$ cat src/hw/hex_settings.svh
`ifndef HEX_SETTINGS_SVH
`define HEX_SETTINGS_SVH

// timing constants for the hex display controller
// values below are the simulation ones

// width of the free-running refresh counter
// top two bits pick the active digit
// each digit stays on for 2**(bits-2) clocks
// board build at 100 MHz uses 18
`define HEX_REFRESH_BITS 6

// clocks per blink half-period
// blink phase toggles once per wrap of the blink counter
// board build at 100 MHz uses 50000000 (half a second)
`define HEX_BLINK_CYCLES 200

// the refresh counter must hold at least the two digit-select bits
// and the blink counter must count at least one clock
// so keep HEX_REFRESH_BITS >= 2 and HEX_BLINK_CYCLES >= 1

// both values are used by the scanner and the blink timer
// and also by the testbench watchdog

`endif

$ cat src/hw/hex_pkg.sv
package hex_pkg;

  // one hex digit
  typedef logic [3:0]  digit_t;
  // displayed number, digit 0 in the low nibble
  typedef logic [15:0] number_t;
  // per-digit enable, also used for the anode vector
  typedef logic [3:0]  dig_mask_t;
  // blink select, 0..3 picks a digit, anything else turns blink off
  typedef logic [7:0]  blink_sel_t;
  // active-low cathodes, bit 0 = a ... bit 6 = g
  typedef logic [6:0]  seg_t;

  // register map, addr bit 3 picks the register
  localparam int unsigned REG_SEL_BIT = 3;
  typedef enum logic {
    REG_NUMBER  = 1'b0,
    REG_CONTROL = 1'b1
  } reg_sel_t;

  // all segments off
  localparam seg_t SEG_BLANK = 7'h7F;
  // selection loaded by a clear command, no digit blinks
  localparam blink_sel_t BLINK_NONE = 8'hFF;

  // standard hex glyphs, active low, pattern read as gfedcba
  function automatic seg_t hex_to_seg(digit_t d);
    seg_t s;
    case (d)
      4'h0:    s = 7'h40;
      4'h1:    s = 7'h79;
      4'h2:    s = 7'h24;
      4'h3:    s = 7'h30;
      4'h4:    s = 7'h19;
      4'h5:    s = 7'h12;
      4'h6:    s = 7'h02;
      4'h7:    s = 7'h78;
      4'h8:    s = 7'h00;
      4'h9:    s = 7'h10;
      4'hA:    s = 7'h08;
      4'hB:    s = 7'h03;
      4'hC:    s = 7'h46;
      4'hD:    s = 7'h21;
      4'hE:    s = 7'h06;
      default: s = 7'h0E;
    endcase
    return s;
  endfunction

endpackage

$ cat src/hw/hex_disp_if.sv
`timescale 1ns/10ps

// display state handed from the register block to the scanner
interface hex_disp_if;

  import hex_pkg::*;

  // current number, digit 0 in bits 3:0
  number_t    number;
  // per-digit enable, 1 = digit lit
  dig_mask_t  dig_en;
  // which digit blinks, out of range = none
  blink_sel_t blink_sel;
  // blink phase, low = blinking digit dark
  logic       blink_on;

  // register block owns the stored state
  modport regs (
    output number,
    output dig_en,
    output blink_sel
  );

  // blink timer owns the phase
  modport blink (
    output blink_on
  );

  // scanner only looks
  modport scan (
    input number,
    input dig_en,
    input blink_sel,
    input blink_on
  );

endinterface

$ cat src/hw/hex_blink.sv
`timescale 1ns/10ps
`include "hex_settings.svh"

module hex_blink (
  input  logic     clk_i,
  input  logic     rst_i,

  hex_disp_if.blink disp
);

  // half-period length in clocks
  localparam int unsigned BLINK_CYCLES = `HEX_BLINK_CYCLES;
  // counter wide enough for 0 .. BLINK_CYCLES-1
  localparam int unsigned CNT_W = (BLINK_CYCLES > 1) ? $clog2(BLINK_CYCLES) : 1;
  localparam logic [CNT_W-1:0] CNT_LAST = CNT_W'(BLINK_CYCLES - 1);

  logic [CNT_W-1:0] blink_cnt;
  logic             cnt_wrap;
  logic             blink_q;

  // last clock of the half-period
  assign cnt_wrap = (blink_cnt == CNT_LAST);

  // half-period counter, starts over on wrap
  always_ff @(posedge clk_i or posedge rst_i) begin
    if (rst_i) begin
      blink_cnt <= '0;
    end else if (cnt_wrap) begin
      blink_cnt <= '0;
    end else begin
      blink_cnt <= blink_cnt + 1'b1;
    end
  end

  // phase starts low, flips once per half-period
  always_ff @(posedge clk_i or posedge rst_i) begin
    if (rst_i) begin
      blink_q <= 1'b0;
    end else if (cnt_wrap) begin
      blink_q <= ~blink_q;
    end
  end

  assign disp.blink_on = blink_q;

endmodule

$ cat src/hw/hex_ctrl.sv
`timescale 1ns/10ps

module hex_ctrl (
  input  logic        clk_i,
  input  logic        rst_i,

  // cpu write port with byte enables
  input  logic [31:0] wdata_i,
  input  logic [31:0] addr_i,
  input  logic [3:0]  be_i,
  input  logic        we_i,

  // seven-segment pins, all active low
  output logic [6:0]  seg_o,
  output logic [3:0]  an_o,

  // register readback
  output logic [31:0] out_o
);

  // display state between the blocks
  hex_disp_if disp_if ();

  // register file and readback
  hex_regs u_regs (
    .clk_i   (clk_i),
    .rst_i   (rst_i),
    .wdata_i (wdata_i),
    .addr_i  (addr_i),
    .be_i    (be_i),
    .we_i    (we_i),
    .out_o   (out_o),
    .disp    (disp_if.regs)
  );

  // slow blink phase
  hex_blink u_blink (
    .clk_i (clk_i),
    .rst_i (rst_i),
    .disp  (disp_if.blink)
  );

  // digit multiplexing and decode
  hex_scan u_scan (
    .clk_i (clk_i),
    .rst_i (rst_i),
    .disp  (disp_if.scan),
    .an_o  (an_o),
    .seg_o (seg_o)
  );

endmodule

$ cat src/hw/hex_regs.sv
`timescale 1ns/10ps

module hex_regs (
  input  logic        clk_i,
  input  logic        rst_i,

  input  logic [31:0] wdata_i,
  input  logic [31:0] addr_i,
  input  logic [3:0]  be_i,
  input  logic        we_i,

  output logic [31:0] out_o,

  hex_disp_if.regs    disp
);

  import hex_pkg::*;

  // stored register state
  number_t    number_q;
  dig_mask_t  dig_en_q;
  blink_sel_t blink_sel_q;

  // decoded write
  reg_sel_t   reg_sel;
  logic       ctrl_we;
  logic       clr_cmd;

  // only addr bit 3 matters, rest of the address is don't care
  assign reg_sel = reg_sel_t'(addr_i[REG_SEL_BIT]);

  // write strobe aimed at the control word
  assign ctrl_we = we_i && (reg_sel == REG_CONTROL);

  // clear = lane 2 of the control word with a nonzero byte
  assign clr_cmd = ctrl_we && be_i[2] && (wdata_i[23:16] != 8'h00);

  always_ff @(posedge clk_i or posedge rst_i) begin
    if (rst_i) begin
      number_q    <= '0;
      dig_en_q    <= '0;
      blink_sel_q <= '0;
    end else if (clr_cmd) begin
      // clear wins over the other lanes of the same write
      number_q    <= '0;
      dig_en_q    <= '1;
      blink_sel_q <= BLINK_NONE;
    end else if (we_i) begin
      if (reg_sel == REG_NUMBER) begin
        // lane 0 -> digits 0 and 1
        if (be_i[0]) begin
          number_q[7:0] <= wdata_i[7:0];
        end
        // lane 1 -> digits 2 and 3
        if (be_i[1]) begin
          number_q[15:8] <= wdata_i[15:8];
        end
      end else begin
        // lane 0 carries the digit enable
        if (be_i[0]) begin
          dig_en_q <= wdata_i[3:0];
        end
        // lane 1 carries the blink select
        if (be_i[1]) begin
          blink_sel_q <= wdata_i[15:8];
        end
        // lanes 2/3 with zero data do nothing
      end
    end
  end

  // readback, combinational on the address
  always_comb begin
    case (reg_sel)
      REG_CONTROL: out_o = {16'h0000, blink_sel_q, 4'h0, dig_en_q};
      default:     out_o = {16'h0000, number_q};
    endcase
  end

  // hand the state to the scanner
  assign disp.number    = number_q;
  assign disp.dig_en    = dig_en_q;
  assign disp.blink_sel = blink_sel_q;

endmodule

$ cat src/hw/hex_scan.sv
`timescale 1ns/10ps
`include "hex_settings.svh"

module hex_scan (
  input  logic               clk_i,
  input  logic               rst_i,

  hex_disp_if.scan           disp,

  output hex_pkg::dig_mask_t an_o,
  output hex_pkg::seg_t      seg_o
);

  import hex_pkg::*;

  // refresh counter width, top two bits select the digit
  localparam int unsigned REF_BITS = `HEX_REFRESH_BITS;

  logic [REF_BITS-1:0] refresh_cnt;
  logic [1:0]          dig_idx;
  digit_t              cur_digit;
  logic                blink_hit;
  logic                dig_blank;
  dig_mask_t           an_next;
  seg_t                seg_next;

  // free running, wraps through all four digits
  always_ff @(posedge clk_i or posedge rst_i) begin
    if (rst_i) begin
      refresh_cnt <= '0;
    end else begin
      refresh_cnt <= refresh_cnt + 1'b1;
    end
  end

  // digit order 0,1,2,3
  assign dig_idx = refresh_cnt[REF_BITS-1 -: 2];

  // nibble of the active digit
  assign cur_digit = disp.number[{dig_idx, 2'b00} +: 4];

  // selected digit goes dark in the low blink phase
  // selects above 3 never match
  assign blink_hit = (disp.blink_sel == blink_sel_t'(dig_idx)) && !disp.blink_on;

  // disabled or blinked out
  assign dig_blank = !disp.dig_en[dig_idx] || blink_hit;

  // common anode, active digit pulled low
  assign an_next = ~(dig_mask_t'(1) << dig_idx);

  // cathode pattern for the active digit
  always_comb begin
    if (dig_blank) begin
      seg_next = SEG_BLANK;
    end else begin
      seg_next = hex_to_seg(cur_digit);
    end
  end

  // anode and cathodes registered on the same edge
  // so one never leads the other by a digit
  // display trails the register state by one clock
  always_ff @(posedge clk_i or posedge rst_i) begin
    if (rst_i) begin
      // nothing lit until the first slot
      an_o  <= '1;
      seg_o <= SEG_BLANK;
    end else begin
      an_o  <= an_next;
      seg_o <= seg_next;
    end
  end

endmodule

$ cat config.mk
export PLATFORM = sky130hd
export DESIGN_NAME = hex_ctrl
export DESIGN_NICKNAME = d
export VERILOG_FILES = /design/src/hw/hex_pkg.sv /design/src/hw/hex_disp_if.sv /design/src/hw/hex_blink.sv /design/src/hw/hex_ctrl.sv /design/src/hw/hex_regs.sv /design/src/hw/hex_scan.sv
export VERILOG_INCLUDE_DIRS = /design/src /design/src/hw
export SDC_FILE = /design/constraint.sdc
export NUM_CORES = 1
export LEC_CHECK = 0
export BUFFER_PORTS_ARGS = -buffer_cell sky130_fd_sc_hd__buf_4
export CORE_AREA = 4 4 93 69
export CTS_CLUSTER_SIZE = 20
export DETAILED_ROUTE_END_ITERATION = 16
export DIE_AREA = 0 0 97 73
export GPL_ROUTABILITY_DRIVEN = 0
export PLACE_DENSITY = 0.93
export SETUP_SLACK_MARGIN = 0.02
export SLEW_MARGIN = 10
export SYNTH_ARGS = -nofsm -noshare
export SYNTH_HDL_FRONTEND = slang
export SYNTH_SLANG_ARGS = --single-unit
$ cat constraint.sdc
create_clock -name clk_i -period 3.89 [get_ports clk_i]
set_clock_uncertainty 0.2 [all_clocks]
set_input_delay 0.1945 -clock clk_i [delete_from_list [all_inputs] [get_ports clk_i]]
set_output_delay 0.1945 -clock clk_i [all_outputs]
set_load 0.02 [all_outputs]
# [After elaboration in Yosys (flattened, before gate mapping)]
# Memory sizes are Yosys's and may differ from the RTL's.
# Cells that the tools add are included.
[totals] register_bits=54 mem_bits_ro=112 output_inout_bits=43 n_memories=1
[classes] n_addsub=2 order_cmp=1 eq_ne=3 n_shift=2 mux=17 n_bitwise=2 reduce_logical=16
[memory_table] memory="(name not given)" depth=16 width=7 rd=1 rd_clocked_by_memory_dff=0 write_ports=0 line="hex_pkg.sv:29" rtl="case (d)"
[ops] operator="two-way mux 16 bit" n=4
[ops] operator="two-way mux 8 bit" n=6
[ops] operator="two-way mux 4 bit" n=4
[ops] operator="indexed part select 16 x 5 -> 4 bit" n=1
[ops] operator="AND reduction 3 bit" n=4
[ops] operator="adder 8 x 1 -> 8 bit, second input constant" n=1
[ops] operator="== test 8 x 2 -> 1 bit" n=1
[ops] operator="== test 8 bit, second input constant" n=1
[ops] operator="nonzero test 2 bit" n=4
[ops] operator="nonzero test 8 bit" n=1
[ops] operator="two-way mux 7 bit" n=1
[ops] operator="adder 6 x 1 -> 6 bit, second input constant" n=1
[ops] operator="logical AND 1 bit" n=4
[ops] operator="NOT 4 bit" n=1
[ops] operator="<< shifter 1 x 2 -> 4 bit, first input constant" n=1
[ops] operator="less-than comparator 2 x 3 -> 1 bit, second input constant" n=1
[ops] operator="binary-select mux 1 bit (select 2 bit)" n=1
[ops] operator="zero test 1 bit" n=2
[ops] operator="!= test 2 x 1 -> 1 bit, second input constant" n=1
[ops] operator="logical OR 1 bit" n=1
[ops] operator="two-way mux 1 bit" n=1
[ops] operator="NOT 1 bit" n=1

# [Longest topological paths before layout]
# Gate-level depths: netlist of the first run.
[logic_depth] word_depth=5 mapped_depth=7 ltp_nobuf=6

# [By module]
# From an unflattened synthesis of the first run, not the netlist that was laid out.
[unflattened] hier_cells=263 hier_area_um2=2930.3
[by_module_without_submodules] mod="hex_regs" instances=1 cells_each=142 area_per_inst_um2=1478.9 seq_area_each_um2=700.7
[by_module_without_submodules] mod="hex_scan" instances=1 cells_each=85 area_per_inst_um2=1033.5 seq_area_each_um2=439.2
[by_module_without_submodules] mod="hex_blink" instances=1 cells_each=36 area_per_inst_um2=417.9 seq_area_each_um2=225.2

# [Least setup slack after synthesis of the first run]
# No wires, ideal clock.
[synth_path] kind="flip-flop to flip-flop" start="register u_scan.refresh_cnt[4]" end="register u_scan.seg_o[1]" setup_ns=0.094 t_arrival_ns=1.846 t_required_ns=3.596 setup_slack_ns=1.750 stages_incl_launch_ff=7 cell_sequence="dfrtp_1 -> buf_2 -> mux4_2 -> inv_1 -> ha_1 -> o211ai_1 -> o211ai_1"
[synth_via] elab_chain_cells=5
[synth_lines] item="start: declaration" line="hex_scan.sv:19" rtl="logic [REF_BITS-1:0] refresh_cnt;"
[synth_lines] item="start signal: assignment" line="hex_scan.sv:32" rtl="refresh_cnt <= refresh_cnt + 1'b1;"
[synth_lines] item="branches (longest 4 deep; another with memory read (16 x 7 bit))"
[synth_lines] item="two-way mux 7 bit *" line="hex_scan.sv:54" rtl="if (dig_blank) begin"
[synth_lines] item="via u_scan.seg_next[1]" line="hex_scan.sv:25" rtl="seg_t seg_next;"
[synth_lines] item="end signal: assignment" line="hex_scan.sv:71" rtl="seg_o <= seg_next;"
[synth_lines] item="end: declaration" line="hex_scan.sv:11" rtl="output hex_pkg::seg_t seg_o"
# Mark *: on every way through the listed nets, which the timed path passes. The select of a mux whose other input is x is not followed.
# A chain may end at the register's enable or synchronous reset.

# [Worst setup path in the final report of the first run]
[layout_path] start="register u_scan.refresh_cnt[4]" end="register u_scan.seg_o[3]"
# The elaborated chain is that of the path after synthesis.

==> results of run 1 <==
## worst max path at each step
stage                 endpoint  depth (start not counted)
4_1_cts        u_scan.seg_o[3]                          5
3_3_place_gp   u_scan.seg_o[3]                          5
5_1_grt        u_scan.seg_o[3]                          5
3_5_place_dp   u_scan.seg_o[3]                          5
6_report       u_scan.seg_o[3]                          5
2_1_floorplan  u_scan.seg_o[1]                          6
## what timing repair did
item	CTS	global route
hold endpoints to repair	71	0
setup buffers	0	0
hold buffers	17	0
## worst max-delay path: stages, from the launching register on
cell and delay, ns:
dfrtp_1 0.71, mux4_2 0.66, ha_1 0.28, or2_2 0.31
a21oi_1 0.16, o21ai_1 0.07
## metrics by stage
step / cell area (sq um) / hold WS (ns) / worst slack, ns
floorplan: 2840 / 0.134 / 1.75
global placement: 3210 / 0.212 / 1.49
detailed placement: 3210 / 0.228 / 1.40
CTS: 3470 / 0.0940 / 1.39
global route: 3470 / 0.0995 / 1.28
finish: 3470 / 0.110 / 1.39
## layer usage
layer	wire (um)	share of wire (%)	vias up	GRT usage [%]
li1	-	-	950	-
met1	2710	43	1007	25.2
met2	3040	48	92	30.7
met3	485	7.6	13	6.11
met4	107	1.7	0	5.30
met5	0	0	-	0
## Yosys cell counts, types with 3 or more instances
cell type,number,share of area (%)
buf_2,3,0.54
xnor2_1,6,1.9
dfstp_2,11,10
buf_4,16,4.3
a21oi_1,3,0.54
xor2_1,9,2.8
nor2b_1,5,1.1
nor2_1,6,0.81
a22o_1,16,5.0
mux2_2,13,5.3
o22a_1,12,3.8
o211ai_1,5,1.4
ha_1,8,3.6
mux4_2,6,4.9
nand2_1,7,0.95
and3_1,6,1.4
o21ai_0,3,0.54
inv_1,9,1.2
nand2b_1,3,0.68
nand3_1,7,1.3
clkbuf_1,4,0.54
dfrtp_1,43,39
## power by group through the flow
stage	combinational (mW)	sequential [mW]	clock [mW]
4_1_cts	0.354	0.666	0.320
3_5_place_dp	0.339	0.677	0
6_report	0.354	0.667	0.318
3_3_place_gp	0.331	0.674	0
2_1_floorplan	0.203	0.691	0
5_1_grt	0.381	0.674	0.352
## layout make-up
cell class                      count  area share (%)
Clock buffer                        6            2.09
Clock inverter                      2           0.397
Inverter                            9           0.974
Multi-Input combinational cell    156            37.0
Sequential cell                    54            39.4
Tap cell                           75            2.71
Timing Repair Buffer               75            17.5
## logic make-up (layout without fill, tap and decap cells)
logic type	Yosys count	count (layout)	synth area share, %
compound gates	52	52	15.7
flops	54	54	49.1
simple gates	46	46	9.82
mux	19	19	10.1
other cells	1	16	0.135
fa+ha+maj	8	8	3.60
buf+inv	33	92	6.75
xor+xnor	15	15	4.73
## flip-flops by register name (all words and copies together) (netlist names)
| signal | flops |
|---|---|
| u_scan.seg_o | 7 |
| u_blink.blink_cnt | 8 |
| u_regs.disp.dig_en | 4 |
| u_scan.an_o | 4 |
| u_regs.disp.blink_sel | 8 |
| u_blink.disp.blink_on | 1 |
| u_scan.refresh_cnt | 6 |
| u_regs.disp.number | 16 |
==> results.md, run 1 <==
* Clock-pin slew on the worst setup and hold paths at ~0.1 ns
* Final Max Tran Viols at 0
* Storage cell area at around 1400 sq um
* Combinational Power Share at a little over a quarter
* Hold wc startpoint: we_i
* Hpwl dp at about 4400 um
* Ant diodes at 0
* Worst setup path startpoint: u_scan.refresh_cnt[4]
* CP required at between 3 and 4 ns
* Max Fanout on Critical Path at 13
* Yosys reg bits at 54
* Routed vias/inst at 5.47
* Initial DRC count at roughly 140
* Share of cells above drive strength 1 at between 30% and 40%
* Max_cap viols at 0
* RSZ-0062 raised after global routing: false
* Nets at 380
* H-Tree Depth at 2
* Number of flops mapped to enable cells by yosys at 0
* Post-cts sizing count at 0
* TNS Setup at 0 ns
* Part of the power in registers at between 40 and 50%
* Die H at around 73 um
* IO Count at approximately 110
* Outcome: completed
* Clk sinks at 54
* Netlist cell types at 44
* Crit Path Class: reg2reg
* WL per Instance at around 17 um
* Switching share of total power at a little under a third
* Internal power of the cells at 0.926 mW
* Synth Cell Area at 2780 sq um
* Commonest non-fill, non-tap cells in the layout: 58 x buf_4, 43 x dfrtp_1, 17 x dlygate4sd3_1, 16 x a22o_1, 16 x conb_1
* DRT Pass-1 Iters at 4
* Core Box Area at 5550 sq um
* Fillcell total at between 400 and 500
* Hold Crit Class: in2reg
* Worst reg2reg path depth at 5
* Num CTS Buffers at 5
* F_max at roughly 0.4 GHz
* Seq/Total Area, Yosys at 49.1%
* Final period util at 64.2%
* CTS tree: done
* Maximum vdd drop at ~0.18 mV
* Die Wd at about 97 um
* Area of the multi-input gates at around 1300 sq um
* CTS Root Cell: clkbuf_8
* Worst Tran Pin Value at around 0.7 ns
* Area grow syn2layout at 24.8%
* ANT nets after route at 0
* Row count at 23
* Initial antenna violation count at 0
* Final std cells w/o fill at between 300 and 400
* Number of hold violations in the final report at 0
* Via count at 2062
* Arrival @ worst endpoint at between 2 and 3 ns
* Largest net degree at the start of global routing at 55
* Synth warn at 0
* Crit path time final at 2.50 ns
* Core Util, Final at 62.4%
* Commonest non-fill, non-tap cell in the layout: buf_4
* Worst Setup End Kind: flip-flop
* Max transition margin at a little over half
* Placed cells at between 300 and 400
* Clock group share of total power at between 20% and 30%
* Clock Path Buffers at 2
* Clk Latency, worst-skew pair at 0.32 ns
* Fraction of synthesis flops using an asynchronous set or reset pin at between 90% and 100%
* Main synth FF type: dfrtp_1
* Switching pwr at approximately 0.41 mW
* Hold Path Sink: u_regs.disp.number[2]
* Vias in the first global route at between 2000 and 2500
* Initial Utilization at roughly 50%
* P per Cell Area at slightly below 400 nW/um^2
* Reg-to-reg setup timing slack at about 1.4 ns
* Power, Total at roughly 1.3 mW
* RR Endpoint: u_scan.seg_o[3]
* First-pass GRT wire length at between 10000 and 15000 um
* Avg Cell Area, Syn at between 10 and 15 sq um
* Final setup violation count at 0
* Hold Crit Depth at 3
* GR Overflow Total at 0
* R2r startpoint: u_scan.refresh_cnt[4]
* WL final at between 6000 and 7000 um
* Buffers on Ports at 57
* Startpoint Class: flip-flop
* All-Layer GR Usage at 19.1%
* Die area at 7080 sq um
* Post-Syn Instances at 228
* DRC viols at 0
* Leakage Power at roughly 1.6 nW
Note: power is estimated with default switching activity, not from simulation.
==> run 2: changes to the inputs <==
CORE_AREA = 4 4 100 74   (was 4 4 93 69)
DIE_AREA = 0 0 104 78   (was 0 0 97 73)
PLACE_DENSITY = 0.86   (was 0.93)
clock period = 2.2 ns   (was 3.89 ns; I/O delays follow)
==> run 2 against run 1 <==
  * Count of clock-buffer cells in the layout unchanged
  * Non-clock buffer count rose by 6
  * Sequential cell count unchanged
  * Die area up 15%
  * Via count decreased by 0.73%
  * Utilization fell by 7.8 points
  * Design area up 2.5%
  * Power increased by 84%
  * First-iteration DRC count fell by 59%
  * Cell count increased by 3.2%
  * Clock power grew 110%
  * Critical endpoint unchanged
  * Hold slack got worse by 0.085 ns
==> results.md, run 2 (synthesis gave the netlist of run 1 again) <==
* GR Overflow Total at 0 (unchanged)
* Num CTS Buffers at 5 (unchanged)
* Maximum vdd drop at 0.349 mV (+92%)
* Hold Crit Depth at 3 (unchanged)
* Grt met3 use at 3.49% (-2.6 points)
* Row count at 25 (+8.7%)
* Final Max Tran Viols at 0 (unchanged)
* Largest net degree at the start of global routing at 29 (-47%)
* Kind of cell adding the most delay to the critical path: multiplexers
* Clock-pin slew on the worst setup and hold paths at 0.09 ns (about the same)
* RSZ-0062 raised after global routing: false
* Slowest CP cell: mux4_2
* Number of hold violations in the final report at 0 (unchanged)
* Post-CTS setup buffers at 0 (unchanged)
* Placed cell area at 3260 sq um (+1.6%)
* Clock Path Buffers at 2 (unchanged)
* Hold wc startpoint: we_i
* Routed vias/inst at 5.26 (-3.8%)
* DRT Pass-1 Iters at 4 (unchanged)
* TNS Setup at 0 ns (unchanged)
* R2r startpoint: u_scan.refresh_cnt[4]
* H-Tree Depth at 2 (unchanged)
* Max_cap viols at 0 (unchanged)
* Commonest non-fill, non-tap cells in the layout: 64 x buf_4, 41 x dfrtp_1, 17 x dlygate4sd3_1, 16 x a22o_1, 16 x conb_1
* Leakage Power at 1.61 nW (+2.1%)
* Die H at 78 um (+6.8%)
* GRT busiest layer: met2
* Hpwl dp at 4620 um (+3.9%)
* Crit path time final at 2.05 ns (-0.446 ns)
* Hold Path Sink: u_regs.disp.number[5]
* WL final at 6050 um (-4.6%)
* DRC viols at 0 (unchanged)
* Max transition margin at 53.9% (+0.67 points)
* Nets at 386 (+1.6%)
* Initial DRC count at 56 (-59%)
* Commonest non-fill, non-tap cell in the layout: buf_4
* Area grow syn2layout at 27.9%
* Worst Tran Pin Value at 0.691 ns (-0.00999 ns)
* CP required at 2.23 ns (-1.69 ns)
* Outcome: completed
* Die area at 8110 sq um (+15%)
* Met1 usage at 21.1% (-4.1 points)
* Initial antenna violation count at 0 (unchanged)
* First-pass GRT wire length at 10200 um (-5.8%)
* WL per Instance at 15.6 um (-7.5%)
* Via count at 2047 (-0.73%)
* Ant diodes at 0 (unchanged)
* Finished Cell Area at 3550 sq um (+2.5%)
* CP cell instances: mux4_2 -> ha_2 -> or2_2 -> a21oi_1 -> o21ai_1
* Crit-path max cell delay at 0.59 ns (-0.12 ns)
* Share of cells above drive strength 1 at 37.0% (+2.6 points)
* Core Box Area at 6510 sq um (+17%)
* Arrival @ worst endpoint at 2.08 ns (-0.44 ns)
* F_max at 0.488 GHz (+22%)
* Worst path bufs/invs at 0 (unchanged)
* Final setup violation count at 0 (unchanged)
* Worst reg2reg path depth at 5 (unchanged)
* Buffers on Ports at 57 (unchanged)
* Startpoint Class: flip-flop
* RR Endpoint: u_scan.seg_o[3]
* CTS Root Cell: clkbuf_8
* Crit Path Class: reg2reg
* All-Layer GR Usage at 15.6% (-3.5 points)
* Vias in the first global route at 2090 (-2.4%)
* Largest register FFs at 16 (unchanged)
* Clk sinks at 54 (unchanged)
* Worst Setup End Kind: flip-flop
* Initial Utilization at 42.7% (-7.3 points)
* Max Fanout on Critical Path at 5 (-8)
* CTS tree: done
* P per Cell Area at 695 nW/um^2 (+80%)
* ANT nets after route at 0 (unchanged)
* Final period util at 93.2% (+29 points)
* Met2 GRT Util at 25.4% (-5.2 points)
* IO Count at 114 (unchanged)
* Clk Latency, worst-skew pair at 0.31 ns (about the same)
* Hold Crit Class: in2reg
* Die Wd at 104 um (+7.2%)
* Reg-to-reg setup timing slack at 0.15 ns (-1.24 ns)
run 2: cell types whose count changed in the layout (fill, tap and decap cells not counted), sizes merged:
cell	previous run	this run
buf	58	64
bufinv	0	1
clkinv	1	0
clkinvlp	0	1
inv	10	9
run 2: area by class of cell:
| type | count | area, sq um |
|---|---|---|
| fillers | 560 | 2950 |
| flip-flops and latches | 54 | 1370 |
| multi-input cells | 156 | 1290 |
| inverters | 9 | 33.8 |
| clock buffers | 6 | 72.6 |
| repair buffers | 81 | 651 |
| well taps | 81 | 101 |
| clock inverters | 2 | 37.5 |
run 2: worst max path at each step:
stage	from	end	slack, ns	cells past startpoint
2_1_floorplan	u_scan.refresh_cnt[4]	u_scan.seg_o[1]	0.06	6
3_3_place_gp	u_scan.refresh_cnt[4]	u_scan.seg_o[3]	0.10	5
3_5_place_dp	u_scan.refresh_cnt[4]	u_scan.seg_o[0]	0.07	5
4_1_cts	u_scan.refresh_cnt[4]	u_scan.seg_o[0]	0.04	5
5_1_grt	u_scan.refresh_cnt[4]	u_scan.seg_o[4]	0.04	5
6_report	u_scan.refresh_cnt[4]	u_scan.seg_o[3]	0.15	5
run 2: repair_timing:
item	CTS	global route
endpoints found under the hold margin	43	0
gates resized for setup	0	4
hold buffers	17	0
endpoints found under the setup margin	0	4
run 2: power breakdown:
group	total [mW]	internal [mW]	switching (mW)
clock	0.659	0.340	0.319
combinational	0.628	0.307	0.321
sequential	1.18	1.11	0.0725
run 2: per-layer routing:
metal / vias to the layer above / share of wire (%)
li1: 960 / -
met3: 8 / 5.0
met2: 66 / 49
met1: 1013 / 45
met4: 0 / 0.89
met5: - / 0
run 2: per-stage QoR:
stage               cells  hold WS, ns  setup slack (ns)  power [mW]  util [%]
floorplan             243       0.0499            0.0603        1.58         -
global placement      364      0.00209             0.104        1.78      50.2
detailed placement    364       0.0122            0.0738        1.80      50.2
CTS                   389       0.0129            0.0402        2.49      54.5
global route          389       0.0245            0.0408        2.58      54.6
finish                389       0.0244             0.150        2.47      54.6
run 2: worst reg2reg max path, cell delays in order, from the launching register on:
cell     delay [ns]
dfrtp_2        0.43
mux4_2         0.59
ha_2           0.24
or2_2          0.30
a21oi_1        0.15
o21ai_1        0.07
==> run 3: changes to the inputs <==
CORE_AREA = 4 4 97 76   (was 4 4 100 74)
DIE_AREA = 0 0 101 80   (was 0 0 104 78)
==> run 3 against run 2 <==
  * Die area is 0.39% lower
  * Setup slack worse by 0.017 ns
  * Design area rose by 0.63%
  * Highest routed layer unchanged
==> results.md, run 3 (synthesis gave the netlist of run 1 again) <==
* Outcome: completed
* Worst path bufs/invs at 1 (+1)
* CP cell instances: mux4_2 -> inv_1 -> ha_2 -> nor2_1 -> o31ai_1
* DRC viols at 0 (unchanged)
* CTS Root Cell: clkbuf_8
* Hpwl dp at 4640 um (+0.39%)
* Min Hold Slack at 0.0267 ns (+0.00234 ns)
* Share of cells above drive strength 1 at 37.2% (+0.20 points)
* Internal power of the cells at 1.77 mW (+0.69%)
* All-Layer GR Usage at 16.4% (+0.87 points)
* IO Count at 114 (unchanged)
* Clk Latency, worst-skew pair at 0.32 ns (about the same)
* Largest register FFs at 16 (unchanged)
* Initial DRC count at 64 (+14%)
* Max transition margin at 51.7% (-2.2 points)
* CTS tree: done
* Hold Crit Depth at 3 (unchanged)
* GR Overflow Total at 0 (unchanged)
* Die H at 80 um (+2.6%)
* WL final at 6290 um (+3.9%)
* Crit Path Class: reg2reg
* Clock group share of total power at 27.4% (+0.7 points)
* F_max at 0.484 GHz (-0.83%)
* Number of hold violations in the final report at 0 (unchanged)
* Slowest CP cell: mux4_2
* Combinational Power Share at 25.5% (about the same)
* Hold Path Sink: u_regs.disp.number[3]
* Area grow syn2layout at 28.7%
* Switching pwr at 0.736 mW (+3.3%)
* Nets at 387 (+0.26%)
* Arrival @ worst endpoint at 2.07 ns (about the same)
* Startpoint Class: flip-flop
* H-Tree Depth at 2 (unchanged)
* Crit-path max cell delay at 0.58 ns (about the same)
* Die area at 8080 sq um (-0.39%)
* Row count at 25 (unchanged)
* Hold wc startpoint: we_i
* R2r startpoint: u_scan.refresh_cnt[4]
* Num CTS Buffers at 5 (unchanged)
* Commonest non-fill, non-tap cell in the layout: buf_4
* ANT nets after route at 0 (unchanged)
* Clock-pin slew on the worst setup and hold paths at 0.10 ns (about the same)
* Leakage Power at 1.62 nW (+0.81%)
* Fin worst setup slack at 0.133 ns (-0.0171 ns)
* CP required at 2.20 ns (-0.03 ns)
* Dpl ws at 0.0526 ns (-0.0212 ns)
* Final period util at 94.0% (+0.78 points)
* P per Cell Area at 700 nW/um^2 (+0.81%)
* Fillcell total at 524 (-6.4%)
* Final Max Tran Viols at 0 (unchanged)
* Clock Path Buffers at 2 (unchanged)
* Finished Cell Area at 3580 sq um (+0.63%)
* Hold Crit Class: in2reg
* DRT Pass-1 Iters at 4 (unchanged)
* Max Fanout on Critical Path at 5 (unchanged)
* Reg-to-reg setup timing slack at 0.13 ns (-0.02 ns)
* Largest net degree at the start of global routing at 32 (+10%)
* First-pass GRT wire length at 10400 um (+1.5%)
* Routed vias/inst at 5.23 (-0.60%)
* Maximum vdd drop at 0.333 mV (-4.5%)
* Core Util, Final at 56.9% (+2.3 points)
* Buffers on Ports at 57 (unchanged)
* Placed cell area at 3260 sq um (about the same)
* Worst Setup End Kind: flip-flop
* Placed cells at 362 (-0.55%)
* Worst Tran Pin Value at 0.724 ns (+0.0331 ns)
* RR Endpoint: u_scan.seg_o[0]
* Initial antenna violation count at 0 (unchanged)
* Via count at 2040 (-0.34%)
* Final setup violation count at 0 (unchanged)
* Core Box Area at 6290 sq um (-3.4%)
* TNS Setup at 0 ns (unchanged)
* Power, Total at 2.50 mW (+1.5%)
* Worst reg2reg path depth at 5 (unchanged)
* Switching share of total power at 29.4% (+0.53 points)
* Initial Utilization at 44.2% (+1.5 points)
* RSZ-0062 raised after global routing: false
* Final std cells w/o fill at 390 (+0.26%)
* Max_cap viols at 0 (unchanged)
* Vias in the first global route at 2154 (+3.1%)
* Clk sinks at 54 (unchanged)
* Kind of cell adding the most delay to the critical path: multiplexers
* WL per Instance at 16.1 um (+3.7%)
* Die Wd at 101 um (-2.9%)
* Ant diodes at 0 (unchanged)
* Crit path time final at 2.07 ns (+0.0171 ns)
* Commonest non-fill, non-tap cells in the layout: 64 x buf_4, 41 x dfrtp_1, 17 x dlygate4sd3_1, 16 x a22o_1, 16 x conb_1
* Part of the power in registers at 47.1% (-0.8 points)
## run 3: cell types whose count changed in the layout (fill, tap and decap cells not counted)
cell,previous run,this run
buf_12,0,1
clkbuf_1,1,0
inv_8,0,1
o31ai_1,0,1
o31ai_2,1,0
## run 3: routing by layer
metal	wire, um	global-route usage, %	up-vias	part of all wire, %
met1	2810	22.0	997	45
met2	3010	25.9	75	48
li1	-	-	962	-
met4	65	6.37	0	1.0
met3	404	3.67	6	6.4
met5	0	0	-	0
## run 3: worst max-delay path by stage
stage / slack, ns / from / endpoint / depth (start not counted)
5_1_grt: 0.02 / u_scan.refresh_cnt[4] / u_scan.seg_o[3] / 5
6_report: 0.13 / u_scan.refresh_cnt[4] / u_scan.seg_o[0] / 5
4_1_cts: 0.07 / u_scan.refresh_cnt[4] / u_scan.seg_o[3] / 5
2_1_floorplan: 0.06 / u_scan.refresh_cnt[4] / u_scan.seg_o[1] / 6
3_3_place_gp: 0.11 / u_scan.refresh_cnt[4] / u_scan.seg_o[3] / 5
3_5_place_dp: 0.05 / u_scan.refresh_cnt[4] / u_scan.seg_o[3] / 5
## run 3: repair_timing
| action | CTS | global route |
|---|---|---|
| endpoints found under the hold margin | 51 | 0 |
| hold buffers | 17 | 0 |
| setup endpoints to repair | 1 | 3 |
| resized for setup | 1 | 2 |
| buffers inserted | 0 | 3 |
## run 3: final cells by class
type	count	area, sq um	area share [%]
clock buffers	5	68.8	1.92
clock inverters	3	48.8	1.36
inverters	9	33.8	0.945
multi-input cells	156	1280	35.9
flip-flops and latches	54	1370	38.2
well taps	81	101	2.83
repair buffers	82	671	18.8
## run 3: worst register-to-register path: cells and delay by family, from the launching register on
family	cells	cell delay, ns
fa+ha+maj	1	0.24
compound gates	1	0.27
simple gates	1	0.06
flops	1	0.43
mux	1	0.58
buf+inv	1	0.16
## run 3: power groups by stage
stage	clock network [mW]	logic (mW)	registers [mW]
floorplan	0	0.359	1.22
global placement	0	0.592	1.19
detailed placement	0	0.607	1.20
CTS	0.706	0.633	1.18
global route	0.737	0.694	1.19
finish	0.686	0.639	1.18
